<file path="config.mk">
export PLATFORM = sky130hd
export DESIGN_NAME = pma_top
export DESIGN_NICKNAME = d
export VERILOG_FILES = /design/src/source/mem_access_pkg.sv /design/src/source/pma_cfg_pkg.sv /design/src/source/pma_fault_if.sv /design/src/source/pma_lookup_if.sv /design/src/source/pma_apb_regs.sv /design/src/source/pma_checker.sv /design/src/source/pma_fault_report.sv /design/src/source/pma_top.sv
export SDC_FILE = /design/constraint.sdc
export NUM_CORES = 1
export LEC_CHECK = 0
export BUFFER_PORTS_ARGS = -buffer_cell sky130_fd_sc_hd__buf_4
export CORE_MARGIN = 1.5
export CORE_UTILIZATION = 43
export CTS_CLUSTER_SIZE = 16
export DETAILED_ROUTE_END_ITERATION = 8
export PLACE_DENSITY_LB_ADDON = 0.3
export SLEW_MARGIN = 20
export SYNTH_ARGS = -nofsm -noshare
export SYNTH_HDL_FRONTEND = slang
export SYNTH_SLANG_ARGS = --single-unit
</file>
<file path="constraint.sdc">
create_clock -name CLK -period 10.58 [get_ports CLK]
set_input_delay 3.174 -clock CLK [delete_from_list [all_inputs] [get_ports CLK]]
set_output_delay 3.174 -clock CLK [all_outputs]
set_load 0.02 [all_outputs]
</file>
<file path="src/source/mem_access_pkg.sv">
package mem_access_pkg;

  // Address width of the core bus
  localparam int ADDR_W_DEFAULT = 32;

  // RISC-V mcause exception codes for access faults
  // NoFault fills the cause while nothing is reported
  typedef enum logic [3:0] {
    NoFault          = 4'd0,
    InstrAccessFault = 4'd1,
    LoadAccessFault  = 4'd5,
    StoreAccessFault = 4'd7
  } fault_cause_t;

endpackage

</file>
<file path="src/source/pma_cfg_pkg.sv">
package pma_cfg_pkg;

  // Widest access a region accepts
  typedef enum logic [1:0] {
    ByteAcc          = 2'd0,
    HalfAcc          = 2'd1,
    WordAcc          = 2'd2,
    AccWidthReserved = 2'd3
  } acc_width_t;

  // LR/SC reservability class
  typedef enum logic [1:0] {
    RsrvNone,
    RsrvNonEventual,
    RsrvEventual,
    RsrvReserved
  } rsrv_t;

  // Atomic operation class
  typedef enum logic [2:0] {
    AMONone,
    AMOSwap,
    AMOLogical,
    AMOArithmetic
  } amo_t;

  // One region configuration, 16 bits
  typedef struct packed {
    logic [1:0] reserved;
    logic       W;
    logic       R;
    logic       X;
    acc_width_t AccWidth;
    logic       Idm;
    logic       Cache;
    logic       Coh;
    rsrv_t      Rsrv;
    amo_t       AMO;
    // Set for memory and clear for I/O
    logic       Memory;
  } pma_cfg_t;

  // Two regions per attribute register
  typedef struct packed {
    pma_cfg_t pma_cfg_1;
    pma_cfg_t pma_cfg_0;
  } pma_reg_t;

  // Boot ROM without write permission
  localparam pma_cfg_t ROM_CFG = '{
    reserved: 2'b00, W: 1'b0, R: 1'b1, X: 1'b1, AccWidth: WordAcc,
    Idm: 1'b1, Cache: 1'b1, Coh: 1'b1, Rsrv: RsrvEventual,
    AMO: AMONone, Memory: 1'b1
  };

  // Main memory
  localparam pma_cfg_t RAM_CFG = '{
    reserved: 2'b00, W: 1'b1, R: 1'b1, X: 1'b1, AccWidth: WordAcc,
    Idm: 1'b1, Cache: 1'b1, Coh: 1'b1, Rsrv: RsrvEventual,
    AMO: AMONone, Memory: 1'b1
  };

  // Peripheral space with side effects on access
  localparam pma_cfg_t IO_CFG = '{
    reserved: 2'b00, W: 1'b1, R: 1'b1, X: 1'b1, AccWidth: WordAcc,
    Idm: 1'b0, Cache: 1'b0, Coh: 1'b1, Rsrv: RsrvEventual,
    AMO: AMONone, Memory: 1'b0
  };

endpackage

</file>
<file path="src/source/pma_fault_if.sv">
`timescale 1ns/1ps

interface pma_fault_if #(
  parameter int ADDR_W = mem_access_pkg::ADDR_W_DEFAULT
);

  // Raw fault flags that are one hot or all clear
  logic l_fault;
  logic s_fault;
  logic i_fault;

  // Addresses of the access under check
  logic [ADDR_W-1:0] d_addr;
  logic [ADDR_W-1:0] i_addr;

  // Checker side
  modport chk (
    output l_fault, s_fault, i_fault, d_addr, i_addr
  );

  // Output side
  modport report (
    input l_fault, s_fault, i_fault, d_addr, i_addr
  );

endinterface

</file>
<file path="src/source/pma_lookup_if.sv">
`timescale 1ns/1ps

interface pma_lookup_if #(
  parameter int REGION_BITS = 4
);

  import pma_cfg_pkg::*;

  // Register indices from the top address bits
  logic [REGION_BITS-1:0] d_idx;
  logic [REGION_BITS-1:0] i_idx;

  // Table entries returned in the same cycle
  pma_reg_t d_entry;
  pma_reg_t i_entry;

  // Register block side
  modport regs (
    input  d_idx, i_idx,
    output d_entry, i_entry
  );

  // Checker side
  modport chk (
    output d_idx, i_idx,
    input  d_entry, i_entry
  );

endinterface

</file>
<file path="src/source/pma_apb_regs.sv">
`timescale 1ns/1ps

module pma_apb_regs #(
  parameter int REGION_BITS = 4
) (
  input  logic        CLK,
  input  logic        nRST,
  input  logic        psel_i,
  input  logic        penable_i,
  input  logic        pwrite_i,
  input  logic [31:0] paddr_i,
  input  logic [31:0] pwdata_i,
  output logic [31:0] prdata_o,
  output logic        pready_o,
  output logic        pslverr_o,
  pma_lookup_if.regs  lookup
);

  import pma_cfg_pkg::*;

  localparam int NUM_REGS = 2 ** REGION_BITS;

  // Attribute register table
  pma_reg_t regs [NUM_REGS];

  logic [REGION_BITS-1:0] reg_idx;
  logic                   in_range;
  logic                   access;
  logic                   wr_en;
  pma_reg_t               wr_raw;
  pma_reg_t               wr_legal;

  // WARL fix-up of one region config
  function automatic pma_cfg_t legalize(input pma_cfg_t cfg);
    pma_cfg_t res;
    res = cfg;
    // Reserved reservability falls back to none
    if (res.Rsrv == RsrvReserved) begin
      res.Rsrv = RsrvNone;
    end
    // Reserved width falls back to word
    if (res.AccWidth == AccWidthReserved) begin
      res.AccWidth = WordAcc;
    end
    return res;
  endfunction

  // Default map of a register after reset
  function automatic pma_reg_t reset_value(input int unsigned idx);
    pma_reg_t val;
    if (idx == 0) begin
      // Boot ROM below RAM in the first region pair
      val.pma_cfg_1 = RAM_CFG;
      val.pma_cfg_0 = ROM_CFG;
    end else if (idx < NUM_REGS / 2) begin
      val.pma_cfg_1 = RAM_CFG;
      val.pma_cfg_0 = RAM_CFG;
    end else begin
      // Upper address space is I/O
      val.pma_cfg_1 = IO_CFG;
      val.pma_cfg_0 = IO_CFG;
    end
    return val;
  endfunction

  // Word offset selects the register
  assign reg_idx = paddr_i[REGION_BITS+1:2];

  // Offsets past the table have upper bits set
  assign in_range = (paddr_i[31:REGION_BITS+2] == '0);

  // APB access phase
  assign access = psel_i && penable_i;
  assign wr_en  = access && pwrite_i && in_range;

  // Legalize each half before storing
  assign wr_raw             = pma_reg_t'(pwdata_i);
  assign wr_legal.pma_cfg_1 = legalize(wr_raw.pma_cfg_1);
  assign wr_legal.pma_cfg_0 = legalize(wr_raw.pma_cfg_0);

  always_ff @(posedge CLK, negedge nRST) begin
    if (!nRST) begin
      for (int i = 0; i < NUM_REGS; i++) begin
        regs[i] <= reset_value(i);
      end
    end else if (wr_en) begin
      regs[reg_idx] <= wr_legal;
    end
  end

  // No wait states
  assign pready_o = 1'b1;

  // Error only in the access cycle of a bad offset
  assign pslverr_o = access && !in_range;

  // Read data is zero for bad offsets and writes
  always_comb begin
    prdata_o = '0;
    if (psel_i && !pwrite_i && in_range) begin
      prdata_o = regs[reg_idx];
    end
  end

  // Lookup ports for the checker
  assign lookup.d_entry = regs[lookup.d_idx];
  assign lookup.i_entry = regs[lookup.i_idx];

endmodule

</file>
<file path="src/source/pma_checker.sv">
`timescale 1ns/1ps

module pma_checker #(
  parameter int ADDR_W      = mem_access_pkg::ADDR_W_DEFAULT,
  parameter int REGION_BITS = 4
) (
  input  logic [ADDR_W-1:0]      d_addr_i,
  input  logic                   d_ren_i,
  input  logic                   d_wen_i,
  input  pma_cfg_pkg::acc_width_t d_width_i,
  input  logic [ADDR_W-1:0]      i_addr_i,
  input  logic                   i_xen_i,
  input  pma_cfg_pkg::acc_width_t i_width_i,
  pma_lookup_if.chk              lookup,
  pma_fault_if.chk               fault
);

  import pma_cfg_pkg::*;

  // Bit just below the region index picks the half
  localparam int HALF_BIT = ADDR_W - REGION_BITS - 1;

  pma_cfg_t d_cfg;
  pma_cfg_t i_cfg;
  logic     d_wide;
  logic     i_wide;

  // Region index from the top address bits
  assign lookup.d_idx = d_addr_i[ADDR_W-1 -: REGION_BITS];
  assign lookup.i_idx = i_addr_i[ADDR_W-1 -: REGION_BITS];

  // Half selection
  assign d_cfg = d_addr_i[HALF_BIT] ? lookup.d_entry.pma_cfg_1 : lookup.d_entry.pma_cfg_0;
  assign i_cfg = i_addr_i[HALF_BIT] ? lookup.i_entry.pma_cfg_1 : lookup.i_entry.pma_cfg_0;

  // Request wider than the region allows
  assign d_wide = (d_width_i > d_cfg.AccWidth);
  assign i_wide = (i_width_i > i_cfg.AccWidth);

  // Load first, then store, then fetch
  always_comb begin
    fault.l_fault = 1'b0;
    fault.s_fault = 1'b0;
    fault.i_fault = 1'b0;
    if (d_ren_i && (!d_cfg.R || d_wide)) begin
      fault.l_fault = 1'b1;
    end else if (d_wen_i && (!d_cfg.W || d_wide)) begin
      fault.s_fault = 1'b1;
    end else if (i_xen_i && (!i_cfg.X || i_wide)) begin
      fault.i_fault = 1'b1;
    end
  end

  // Addresses pass on for reporting
  assign fault.d_addr = d_addr_i;
  assign fault.i_addr = i_addr_i;

endmodule

</file>
<file path="src/source/pma_fault_report.sv">
`timescale 1ns/1ps

module pma_fault_report #(
  parameter int ADDR_W = mem_access_pkg::ADDR_W_DEFAULT
) (
  input  logic                        CLK,
  input  logic                        nRST,
  pma_fault_if.report                 fault,
  output logic                        fault_valid_o,
  output mem_access_pkg::fault_cause_t fault_cause_o,
  output logic [ADDR_W-1:0]           fault_addr_o
);

  import mem_access_pkg::*;

  logic              valid_d;
  fault_cause_t      cause_d;
  logic [ADDR_W-1:0] addr_d;

  // Flags are one hot so the chain only sets the order
  always_comb begin
    cause_d = NoFault;
    addr_d  = '0;
    if (fault.l_fault) begin
      cause_d = LoadAccessFault;
      addr_d  = fault.d_addr;
    end else if (fault.s_fault) begin
      cause_d = StoreAccessFault;
      addr_d  = fault.d_addr;
    end else if (fault.i_fault) begin
      cause_d = InstrAccessFault;
      addr_d  = fault.i_addr;
    end
  end

  assign valid_d = fault.l_fault || fault.s_fault || fault.i_fault;

  // One cycle of latency with a new result every cycle
  always_ff @(posedge CLK, negedge nRST) begin
    if (!nRST) begin
      fault_valid_o <= 1'b0;
      fault_cause_o <= NoFault;
      fault_addr_o  <= '0;
    end else begin
      fault_valid_o <= valid_d;
      fault_cause_o <= cause_d;
      fault_addr_o  <= addr_d;
    end
  end

endmodule

</file>
<file path="src/source/pma_top.sv">
`timescale 1ns/1ps

module pma_top #(
  parameter int ADDR_W      = mem_access_pkg::ADDR_W_DEFAULT,
  parameter int REGION_BITS = 4
) (
  input  logic                         CLK,
  input  logic                         nRST,
  // APB3 slave
  input  logic                         PSEL_i,
  input  logic                         PENABLE_i,
  input  logic                         PWRITE_i,
  input  logic [31:0]                  PADDR_i,
  input  logic [31:0]                  PWDATA_i,
  output logic [31:0]                  PRDATA_o,
  output logic                         PREADY_o,
  output logic                         PSLVERR_o,
  // Data side access
  input  logic [ADDR_W-1:0]            d_addr_i,
  input  logic                         d_ren_i,
  input  logic                         d_wen_i,
  input  pma_cfg_pkg::acc_width_t      d_width_i,
  // Fetch side access
  input  logic [ADDR_W-1:0]            i_addr_i,
  input  logic                         i_xen_i,
  input  pma_cfg_pkg::acc_width_t      i_width_i,
  // Registered fault report
  output logic                         fault_valid_o,
  output mem_access_pkg::fault_cause_t fault_cause_o,
  output logic [ADDR_W-1:0]            fault_addr_o
);

  // Table read path and fault path
  pma_lookup_if #(.REGION_BITS(REGION_BITS)) lookup_bus ();
  pma_fault_if  #(.ADDR_W(ADDR_W))           fault_bus ();

  // Register table behind APB
  pma_apb_regs #(
    .REGION_BITS (REGION_BITS)
  ) u_regs (
    .CLK       (CLK),
    .nRST      (nRST),
    .psel_i    (PSEL_i),
    .penable_i (PENABLE_i),
    .pwrite_i  (PWRITE_i),
    .paddr_i   (PADDR_i),
    .pwdata_i  (PWDATA_i),
    .prdata_o  (PRDATA_o),
    .pready_o  (PREADY_o),
    .pslverr_o (PSLVERR_o),
    .lookup    (lookup_bus.regs)
  );

  // Combinational permission check
  pma_checker #(
    .ADDR_W      (ADDR_W),
    .REGION_BITS (REGION_BITS)
  ) u_checker (
    .d_addr_i  (d_addr_i),
    .d_ren_i   (d_ren_i),
    .d_wen_i   (d_wen_i),
    .d_width_i (d_width_i),
    .i_addr_i  (i_addr_i),
    .i_xen_i   (i_xen_i),
    .i_width_i (i_width_i),
    .lookup    (lookup_bus.chk),
    .fault     (fault_bus.chk)
  );

  // Cause encoding and output register
  pma_fault_report #(
    .ADDR_W (ADDR_W)
  ) u_report (
    .CLK           (CLK),
    .nRST          (nRST),
    .fault         (fault_bus.report),
    .fault_valid_o (fault_valid_o),
    .fault_cause_o (fault_cause_o),
    .fault_addr_o  (fault_addr_o)
  );

endmodule

</file>
## After elaboration in Yosys (flattened, before gate mapping)

Cells that the tools add are included.

- Reduce and logical (&&, ||, !) cells: 21
- Multipliers: 0
- Equality and inequality tests: 4
- Shift operators: 0
- Multiplexer cells: 31
- Add/subtract/negate cells: 0
- Bitwise operators: 3
- Magnitude comparators: 6
- Divide/modulo/power cells: 0

Operators by type and width:

| kind | number |
|---|---|
| $bwmux 512 | 1 |
| $bmux 32 s4 | 3 |
| $mux 32 | 7 |
| $demux 32 s4 | 1 |
| $mux 30 | 2 |
| $mux 28 | 2 |
| $logic_not 26->1 | 1 |
| $ge 5x5->1 const B | 3 |
| $not 4->5 | 3 |
| $mux 14 | 1 |
| $mux 12 | 1 |
| $logic_and 1x1->1 | 10 |
| $eq 2x2->1 const B | 4 |
| $mux 2 | 4 |
| $mux 4 | 2 |
| $mux 1 | 7 |
| $logic_not 1->1 | 5 |
| $logic_or 1x1->1 | 5 |
| $lt 5x1->1 const B | 1 |
| $gt 2x2->1 | 2 |

- ROM bits: 0
- Input bits: 140
- Bits in registers: 549
- Memories kept: 0
- Bits in latches: 0
- Memory bits (writable): 0
- Logic and storage cells: 420

## Depth between registers and ports, before layout

Gate-level depths: netlist (run 1).

- Word-level depth: 14
- Depth in mapped cells: 14

## By module

Synthesis (run 1) repeated with hierarchy kept, for this count alone.

- Cells, all modules: 2064
- Area, all modules: 33385.8 µm²

Modules (own cells, without submodules):

| module | area each (µm²) | cells an instance | times used |
|---|---|---|---|
| pma_apb_regs | 31052.3 | 1818 | 1 |
| pma_fault_report | 1599.0 | 152 | 1 |
| pma_checker | 734.5 | 94 | 1 |

## Least setup slack after synthesis (run 1)

No wires, ideal clock.

- Path kind: input to output
- Start point: input PADDR_i[2]
- End point: output PRDATA_o[25]
- Stages on the path: 6
- Arrival time: 5.329 ns
- Buffers on the path: 3
- Data required time: 7.406 ns
- Slack: 2.077 ns
- Cell sequence: clkbuf_1 buf_1 buf_2 mux4_2 mux4_2 nor2b_1

- Longest elaborated chain between the ends: 5

RTL lines:

| element | RTL line | RTL |
|---|---|---|
| from (decl) | pma_top.sv:13 | `input logic [31:0] PADDR_i,` |
| $not 4->5 (implied by the code) | pma_apb_regs.sv:101 | `prdata_o = regs[reg_idx];` |
| $bmux 32 s4 | pma_apb_regs.sv:101 |  |
| $mux 32 (implied by the code) (2 in a row) | pma_apb_regs.sv:101 |  |
| $mux 32 | pma_apb_regs.sv:100 | `if (psel_i && !pwrite_i && in_range) begin` |
| to (decl) | pma_top.sv:15 | `output logic [31:0] PRDATA_o,` |

No other way between the ends. The select of a mux whose other input is x is not followed.

## Final worst setup path (run 1)

- Start point: input PADDR_i[23]
- End point: output PRDATA_o[29]

- Longest elaborated chain between the ends: 3

RTL lines:

| element | RTL line | RTL |
|---|---|---|
| $logic_not 26->1 | pma_apb_regs.sv:70 | `assign in_range = (paddr_i[31:REGION_BITS+2] == '0);` |
| $logic_and 1x1->1 | pma_apb_regs.sv:100 |  |
| $mux 32 | pma_apb_regs.sv:100 |  |

No other way between the ends.

==> summary.md, run 1 <==
| Metric | Value |
|---|---|
| DRC | 0 |
| Synth cell types | 42 |
| Unrepaired setup endpoints after global routing | no |
| Worst-path clk slew | 60 ps |
| CP dominant cell by count | buf_4 |
| Largest delay share family, worst path | simple AND/OR/NAND/NOR gates |
| Slowest CP cell | nand3b_1 |
| CP arrival | 5900 ps |
| Number of DRC markers in iteration 0 | 1083 |
| Clock sink count | 548 |
| Cts bufs inserted | 59 |
| Commonest non-fill, non-tap cells in the layout | 419 x mux2_2, 309 x dfrtp_1, 239 x dfstp_2 |
| Slowest cell delay on critical path | 770 ps |
| Routed wire per std cell | 23.95 um |
| Final hold violation count | 0 |
| Minimum clock period after layout | 9073 ps |
| CP Data Required Time | 7410 ps |
| Final setup viols | 0 |
| Worst Clk Skew | 20.37 ps |
| Hold buffers post-CTS | 0 |
| Reg2reg setup slack | 6980 ps |
| Max Freq | 0.1102 GHz |
| Syn Nets | 1943 |
| Post-Syn Area | 26900 um2 |
| Setup ws final | 1507 ps |
| Max FO, Critical Path | 14 |
| Root buffer cell | clkbuf_16 |
| Post-Synth XOR/XNOR Area | 0 |
| Min Hold Slack | 472.5 ps |
| Largest family of logic cells by synthesized area | multiplexers |
| Placed wire-length estimate | 39620 um |
| Syn Inst Count | 1799 |
| Critical Path, Cell by Cell | buf_4 -> nor4_1 -> nand4_1 -> nor2_1 -> nand3b_1 -> buf_4 -> nor2b_1 -> buf_4 |
| Post-CTS setup buffer count | 0 |
| Worst Setup Start Kind | primary input |
| CTS resizes | 0 |
| Pre-antenna DRT Iters | 5 |
| Peak supply drop | 0.1139 mV |
| Outcome | complete, no violations |
| Post-Synth Simple-Gate Area | 0.03837 |
| Mux contribution to synthesized area | 0.3685 |
| Total global-route track usage | 0.2135 |
| Tcrit/Tclk final | 0.8576 |
| First-pass GRT wire length | 103700 um |
| ANT cells | 0 |
| Via count | 16080 |
| Number of port buffers | 206 |
| Routability cong. | 0.7646 |
| Detail Route Antenna Nets | 0 |
| Vias in the first global route | 17240 |
| Core Area | 61830 um2 |
| Metal3 WL | 3175 um |
| Hold Crit Class | reg -> reg |
| Die outline width | 253.1 um |
| Commonest non-fill, non-tap cell in the layout | mux2_2 |
| DIE AREA | 64070 um2 |
| Layout cell share with drive strength beyond 1 | 0.6183 |
| Slew headroom | 0.2855 |
| Initial antenna violation count | 2 |
| EDFF count, synth | 0 |
| Seq/Total Area, Yosys | 0.5209 |
| CTS tree | done |
| Adder-Cell Fraction of Synth Area | 0.001860 |
| Crit end category | output pin |
| Compound-Gate Fraction of Synth Area | 0.03698 |
| Clock latency on the worst-skew pair | 620 ps |
| Leakage | 13.63 nW |
| CTS max path bufs | 3 |
| Core Rows | 91 |
| Worst slew pin tran | 1069 ps |
| PwrDens | 147.3 nW/um2 |
| Die H | 253.1 um |
| Number of I/O pins | 211 |
| Top Layer Used | met4 |
| Count of state elements after synthesis | 548 |
| YS warnings | 0 |
| Vias/cell | 5.723 |
| H-tree Lvls | 2 |
| Placement Setup Slack | 1442 ps |
| Critical path type | in -> out |
| M1 WL | 28570 um |
| Max-slew violation count | 0 |
| Avg Inst Size Synth | 14.95 um2 |
| Top_reg_cell synth | dfrtp_1 |
| GRT overflow | 0 |
| Worst Path Buf+Inv | 3 |
| Layout area overhead | 15.65% |
| WL met2 | 33780 um |
| Max cap viols | 0 |
| Fin util | 0.5032 |
| Nets | 2066 |
| Initial Utilization | 0.4351 |
| Async set-or-reset flop fraction in the synthesized netlist | 1.000 |
| Post-Route WL | 67290 um |
| Layout fillers | 5202 |
| Setup TNS | 0 ps |
| Largest net degree at the start of global routing | 186 |
flip-flops by register name, indices dropped and copies added, names as in the netlist:
register                flops
u_regs.regs               512
u_report.fault_cause_o      3
u_report.fault_valid_o      1
u_report.fault_addr_o      32
worst min-delay path: cells and delay by family, from the launching register on:
kind / cells / cell delay [ps]
AO/OA/AOI/OAI: 1 / 60
AND/OR/NAND/NOR: 1 / 40
flip-flops: 1 / 330
layer usage:
layer / global-route usage / up-vias
li1: - / 6983
met1: 0.2801 / 8554
met2: 0.3679 / 435
met3: 0.03053 / 111
met4: 0.06364 / 0
met5: 0 / -
cells in the mapped netlist, types with 2 or more instances:
master | number | share of area
buf_2 | 26 | 0.0048
mux2_2 | 419 | 0.18
dfrtp_1 | 309 | 0.29
o21ai_0 | 118 | 0.022
a22oi_1 | 5 | 0.0014
clkbuf_8 | 5 | 0.0026
o21ai_1 | 11 | 0.0020
buf_8 | 2 | 0.0011
nand2_1 | 146 | 0.020
conb_1 | 2 | 0.00028
nor2b_1 | 39 | 0.0091
nand3b_1 | 2 | 0.00056
or3_1 | 2 | 0.00047
dfstp_2 | 239 | 0.23
nor2_1 | 8 | 0.0011
nand2b_1 | 8 | 0.0019
buf_6 | 9 | 0.0038
o31ai_1 | 31 | 0.0087
nor4_1 | 9 | 0.0021
ha_1 | 4 | 0.0019
mux4_1 | 5 | 0.0049
mux2i_1 | 29 | 0.011
mux4_2 | 212 | 0.18
nand3_1 | 8 | 0.0015
clkbuf_1 | 107 | 0.015
inv_1 | 7 | 0.00098
buf_1 | 20 | 0.0028
buf_4 | 2 | 0.00056
a31oi_1 | 2 | 0.00047
report_power, final:
group	internal (mW)	leakage, nW	switching, mW	total, mW
registers	2.11	6.71	0.00405	2.12
logic	0.103	5.89	0.181	0.285
clock network	1.34	1.02	0.837	2.18
total	3.56	13.6	1.02	4.58
kinds of logic (layout without fill, tap and decap cells):
logic type,count (synthesis),in the layout
mux,665,665
buf+inv,181,355
other cells,2,2
compound gates,172,172
flops,548,548
fa+ha+maj,4,4
simple gates,227,227
final timing paths:
kind / from / to / cells past startpoint
max: PADDR_i[23] / PRDATA_o[29] / 8
min: u_regs.regs[404] / u_regs.regs[404] / 2
max reg2reg: u_regs.regs[9] / u_report.fault_addr_o[7] / 10
min reg2reg: u_regs.regs[404] / u_regs.regs[404] / 2
max in group asynchronous: nRST / u_regs.regs[431] / 2
min in group asynchronous: nRST / u_regs.regs[120] / 1
metrics by stage:
| stage | instance area (um2) | instances | power, mW |
|---|---|---|---|
| 2_1_floorplan | 26900 | 1799 | 2.299 |
| 4_1_cts | 31100 | 2810 | 4.637 |
| 3_5_place_dp | 29020 | 2698 | 2.443 |
| 6_report | 31110 | 2810 | 4.582 |
| 5_1_grt | 31110 | 2810 | 4.743 |
| 3_3_place_gp | 29020 | 2698 | 2.438 |
area by class of cell:
class / instances / area (um2) / area share
inverters: 7 / 26.28 / 0.0008445
flip-flops and latches: 548 / 14010 / 0.4504
clock inverters: 17 / 300.3 / 0.009652
well taps: 837 / 1047 / 0.03366
repair buffers: 236 / 1852 / 0.05952
clock buffers: 95 / 1783 / 0.05731
multi-input cells: 1070 / 12090 / 0.3886
No activity file was read; power rests on OpenSTA's default activity.
==> inputs of run 2 (changes only) <==
--- a/config.mk
+++ b/config.mk
@@ -10,7 +10,9 @@
 export CORE_UTILIZATION = 43
 export CTS_CLUSTER_SIZE = 16
 export DETAILED_ROUTE_END_ITERATION = 8
+export GPL_TIMING_DRIVEN = 0
 export PLACE_DENSITY_LB_ADDON = 0.3
+export REMOVE_ABC_BUFFERS = 1
 export SLEW_MARGIN = 20
 export SYNTH_ARGS = -nofsm -noshare
 export SYNTH_HDL_FRONTEND = slang
==> run 2 against run 1 <==
Net effect: clock-buffer cell count fell by 2; clock skew shrank 8.3 ps; core utilization is 0.89 points higher; combinational power up 7.7%; final cell count about the same; sequential power hardly changed; die area stayed put; critical path depth is 1 higher; via count increased by 1.7%; critical endpoint is now PRDATA_o[9].
==> summary.md, run 2 (synthesized netlist as in run 1, its figures left out) <==
| Metric | Value |
|---|---|
| Minimum clock period after layout | 9205 ps (was 9073 ps) |
| Outcome | complete, no violations (unchanged) |
| Tcrit/Tclk final | 0.8701 (was 0.8576) |
| Worst slew pin tran | 1071 ps (was 1069 ps) |
| GRT overflow | 0 (unchanged) |
| CP Data Required Time | 7410 ps (about the same) |
| Critical Path, Cell by Cell | buf_4 -> nor2_1 -> nand4_1 -> nor2_1 -> nand3b_1 -> buf_8 -> buf_6 -> nor2b_1 -> buf_4 (was buf_4 -> nor4_1 -> nand4_1 -> nor2_1 -> nand3b_1 -> buf_4 -> nor2b_1 -> buf_4) |
| Core Area | 61830 um2 (unchanged) |
| Routability cong. | 0.7728 (was 0.7646) |
| Peak supply drop | 0.1268 mV (was 0.1139 mV) |
| Largest Register | u_regs.regs (unchanged) |
| Vias in the first global route | 17380 (was 17240) |
| Final hold violation count | 0 (unchanged) |
| CTS tree | done (unchanged) |
| Biggest regs | u_regs.regs (512), u_report.fault_addr_o (32), u_report.fault_cause_o (3) (unchanged) |
| Max FO, Critical Path | 10 (was 14) |
| Layout cell share with drive strength beyond 1 | 0.6227 (was 0.6183) |
| Placement Setup Slack | 1470 ps (was 1442 ps) |
| Number of DRC markers in iteration 0 | 1184 (was 1083) |
| DIE AREA | 64070 um2 (unchanged) |
| Setup ws final | 1375 ps (was 1507 ps) |
| Layout area overhead | 17.70% (was 15.65%) |
| Max-slew violation count | 0 (unchanged) |
| Worst Clk Skew | 12.10 ps (was 20.37 ps) |
| Hold Crit Class | reg -> reg (unchanged) |
| Core Rows | 91 (unchanged) |
| Die H | 253.1 um (unchanged) |
| Fin util | 0.5122 (was 0.5032) |
| Final setup viols | 0 (unchanged) |
| CTS max path bufs | 3 (unchanged) |
| Largest net degree at the start of global routing | 106 (was 186) |
| Leakage | 13.98 nW (was 13.63 nW) |
| Routed wire per std cell | 25.31 um (was 23.95 um) |
| Unrepaired setup endpoints after global routing | no (unchanged) |
| Worst Path Buf+Inv | 4 (was 3) |
| Via count | 16350 (was 16080) |
| First-pass GRT wire length | 107200 um (was 103700 um) |
| Commonest non-fill, non-tap cells in the layout | 419 x mux2_2, 309 x dfrtp_1, 239 x dfstp_2 (unchanged) |
| Max cap viols | 0 (unchanged) |
| CTS resizes | 0 (unchanged) |
| Hold buffers post-CTS | 0 (unchanged) |
| Worst-path clk slew | 60 ps (about the same) |
| DRC | 0 (unchanged) |
| Number of port buffers | 206 (unchanged) |
| Slowest CP cell | nor2_1 (was nand3b_1) |
| Nets | 2068 (was 2066) |
| Root buffer cell | clkbuf_16 (unchanged) |
| CP arrival | 6030 ps (was 5900 ps) |
| Layout fillers | 5047 (was 5202) |
| Total global-route track usage | 0.2243 (was 0.2135) |
| Crit end category | output pin (unchanged) |
| Worst Setup Start Kind | primary input (unchanged) |
| Clock sink count | 548 (unchanged) |
| ANT cells | 0 (unchanged) |
| Pre-antenna DRT Iters | 7 (was 5) |
| Placed wire-length estimate | 42690 um (was 39620 um) |
| Post-Route WL | 71090 um (was 67290 um) |
| H-tree Lvls | 2 (unchanged) |
| Slew headroom | 0.2843 (was 0.2855) |
| Clock latency on the worst-skew pair | 630 ps (was 620 ps) |
| Post-CTS setup buffer count | 0 (unchanged) |
| Initial antenna violation count | 4 (was 2) |
| Cts bufs inserted | 58 (was 59) |
| Critical path type | in -> out (unchanged) |
| Detail Route Antenna Nets | 0 (unchanged) |
| Initial Utilization | 0.4351 (unchanged) |
| PwrDens | 143.9 nW/um2 (was 147.3 nW/um2) |
| Die outline width | 253.1 um (unchanged) |
| Largest delay share family, worst path | simple AND/OR/NAND/NOR gates (unchanged) |
| Max Freq | 0.1086 GHz (was 0.1102 GHz) |
| Slowest cell delay on critical path | 650 ps (was 770 ps) |
| Commonest non-fill, non-tap cell in the layout | mux2_2 (unchanged) |
| Max reg flops | 512 (unchanged) |
| Vias/cell | 5.822 (was 5.723) |
| Number of I/O pins | 211 (unchanged) |
[run 2: cell types whose count changed in the layout (fill, tap and decap cells not counted), moves of 5 or more]
cell / change
clkbuf_1: -6
clkbuf_8: +5
buf_4: -24
nand2_2: -12
buf_16: +22
nand2_4: +12
[run 2: metrics by stage]
step	cell area, um2	power [mW]	cells	hold WS, ps	setup TNS [ps]
after global routing	31660	4.706	2809	497.5	0
after CTS	31660	4.609	2809	483.0	0
after global placement	28630	2.433	2668	456.9	-18770
after detailed placement	29650	2.464	2701	469.8	0
after floorplan	26040	2.241	1625	444.6	0
final	31660	4.557	2809	479.0	0
[run 2: layout make-up]
| type | count | area, um2 | area share |
|---|---|---|---|
| clock buffer | 93 | 1793 | 0.05662 |
| clock inverter | 15 | 225.2 | 0.007113 |
| inverter | 7 | 26.28 | 0.0008298 |
| multi-input combinational | 1070 | 12200 | 0.3853 |
| sequential | 548 | 14010 | 0.4425 |
| tap | 837 | 1047 | 0.03307 |
| timing repair buffer | 239 | 2360 | 0.07452 |
[run 2: final timing paths]
kind                                 start                        end  slack (ps)  cells past startpoint
max                            PADDR_i[17]                PRDATA_o[9]        1370                      9
min                        u_regs.regs[52]            u_regs.regs[52]         480                      2
max reg2reg                u_regs.regs[26]  u_report.fault_addr_o[27]        6840                     10
min reg2reg                u_regs.regs[52]            u_regs.regs[52]         480                      2
max in group asynchronous             nRST           u_regs.regs[368]        6520                      4
min in group asynchronous             nRST  u_report.fault_addr_o[13]        2460                      1
[run 2: worst min-delay path, delay by kind of cell (launching register included)]
family	cells	cell delay, ps
flip-flops	1	340
AO/OA/AOI/OAI	1	60
AND/OR/NAND/NOR	1	40
[run 2: layer usage]
| layer | part of all wire | GRT usage |
|---|---|---|
| met5 | 0.00048 | 0 |
| met1 | 0.44 | 0.3116 |
| met2 | 0.48 | 0.3680 |
| met3 | 0.061 | 0.04081 |
| met4 | 0.017 | 0.04996 |
[run 2: power breakdown]
| part | switching [mW] | internal (mW) |
|---|---|---|
| clock | 0.873 | 1.26 |
| sequential | 0.00373 | 2.11 |
| combinational | 0.192 | 0.115 |
| total | 1.07 | 3.49 |
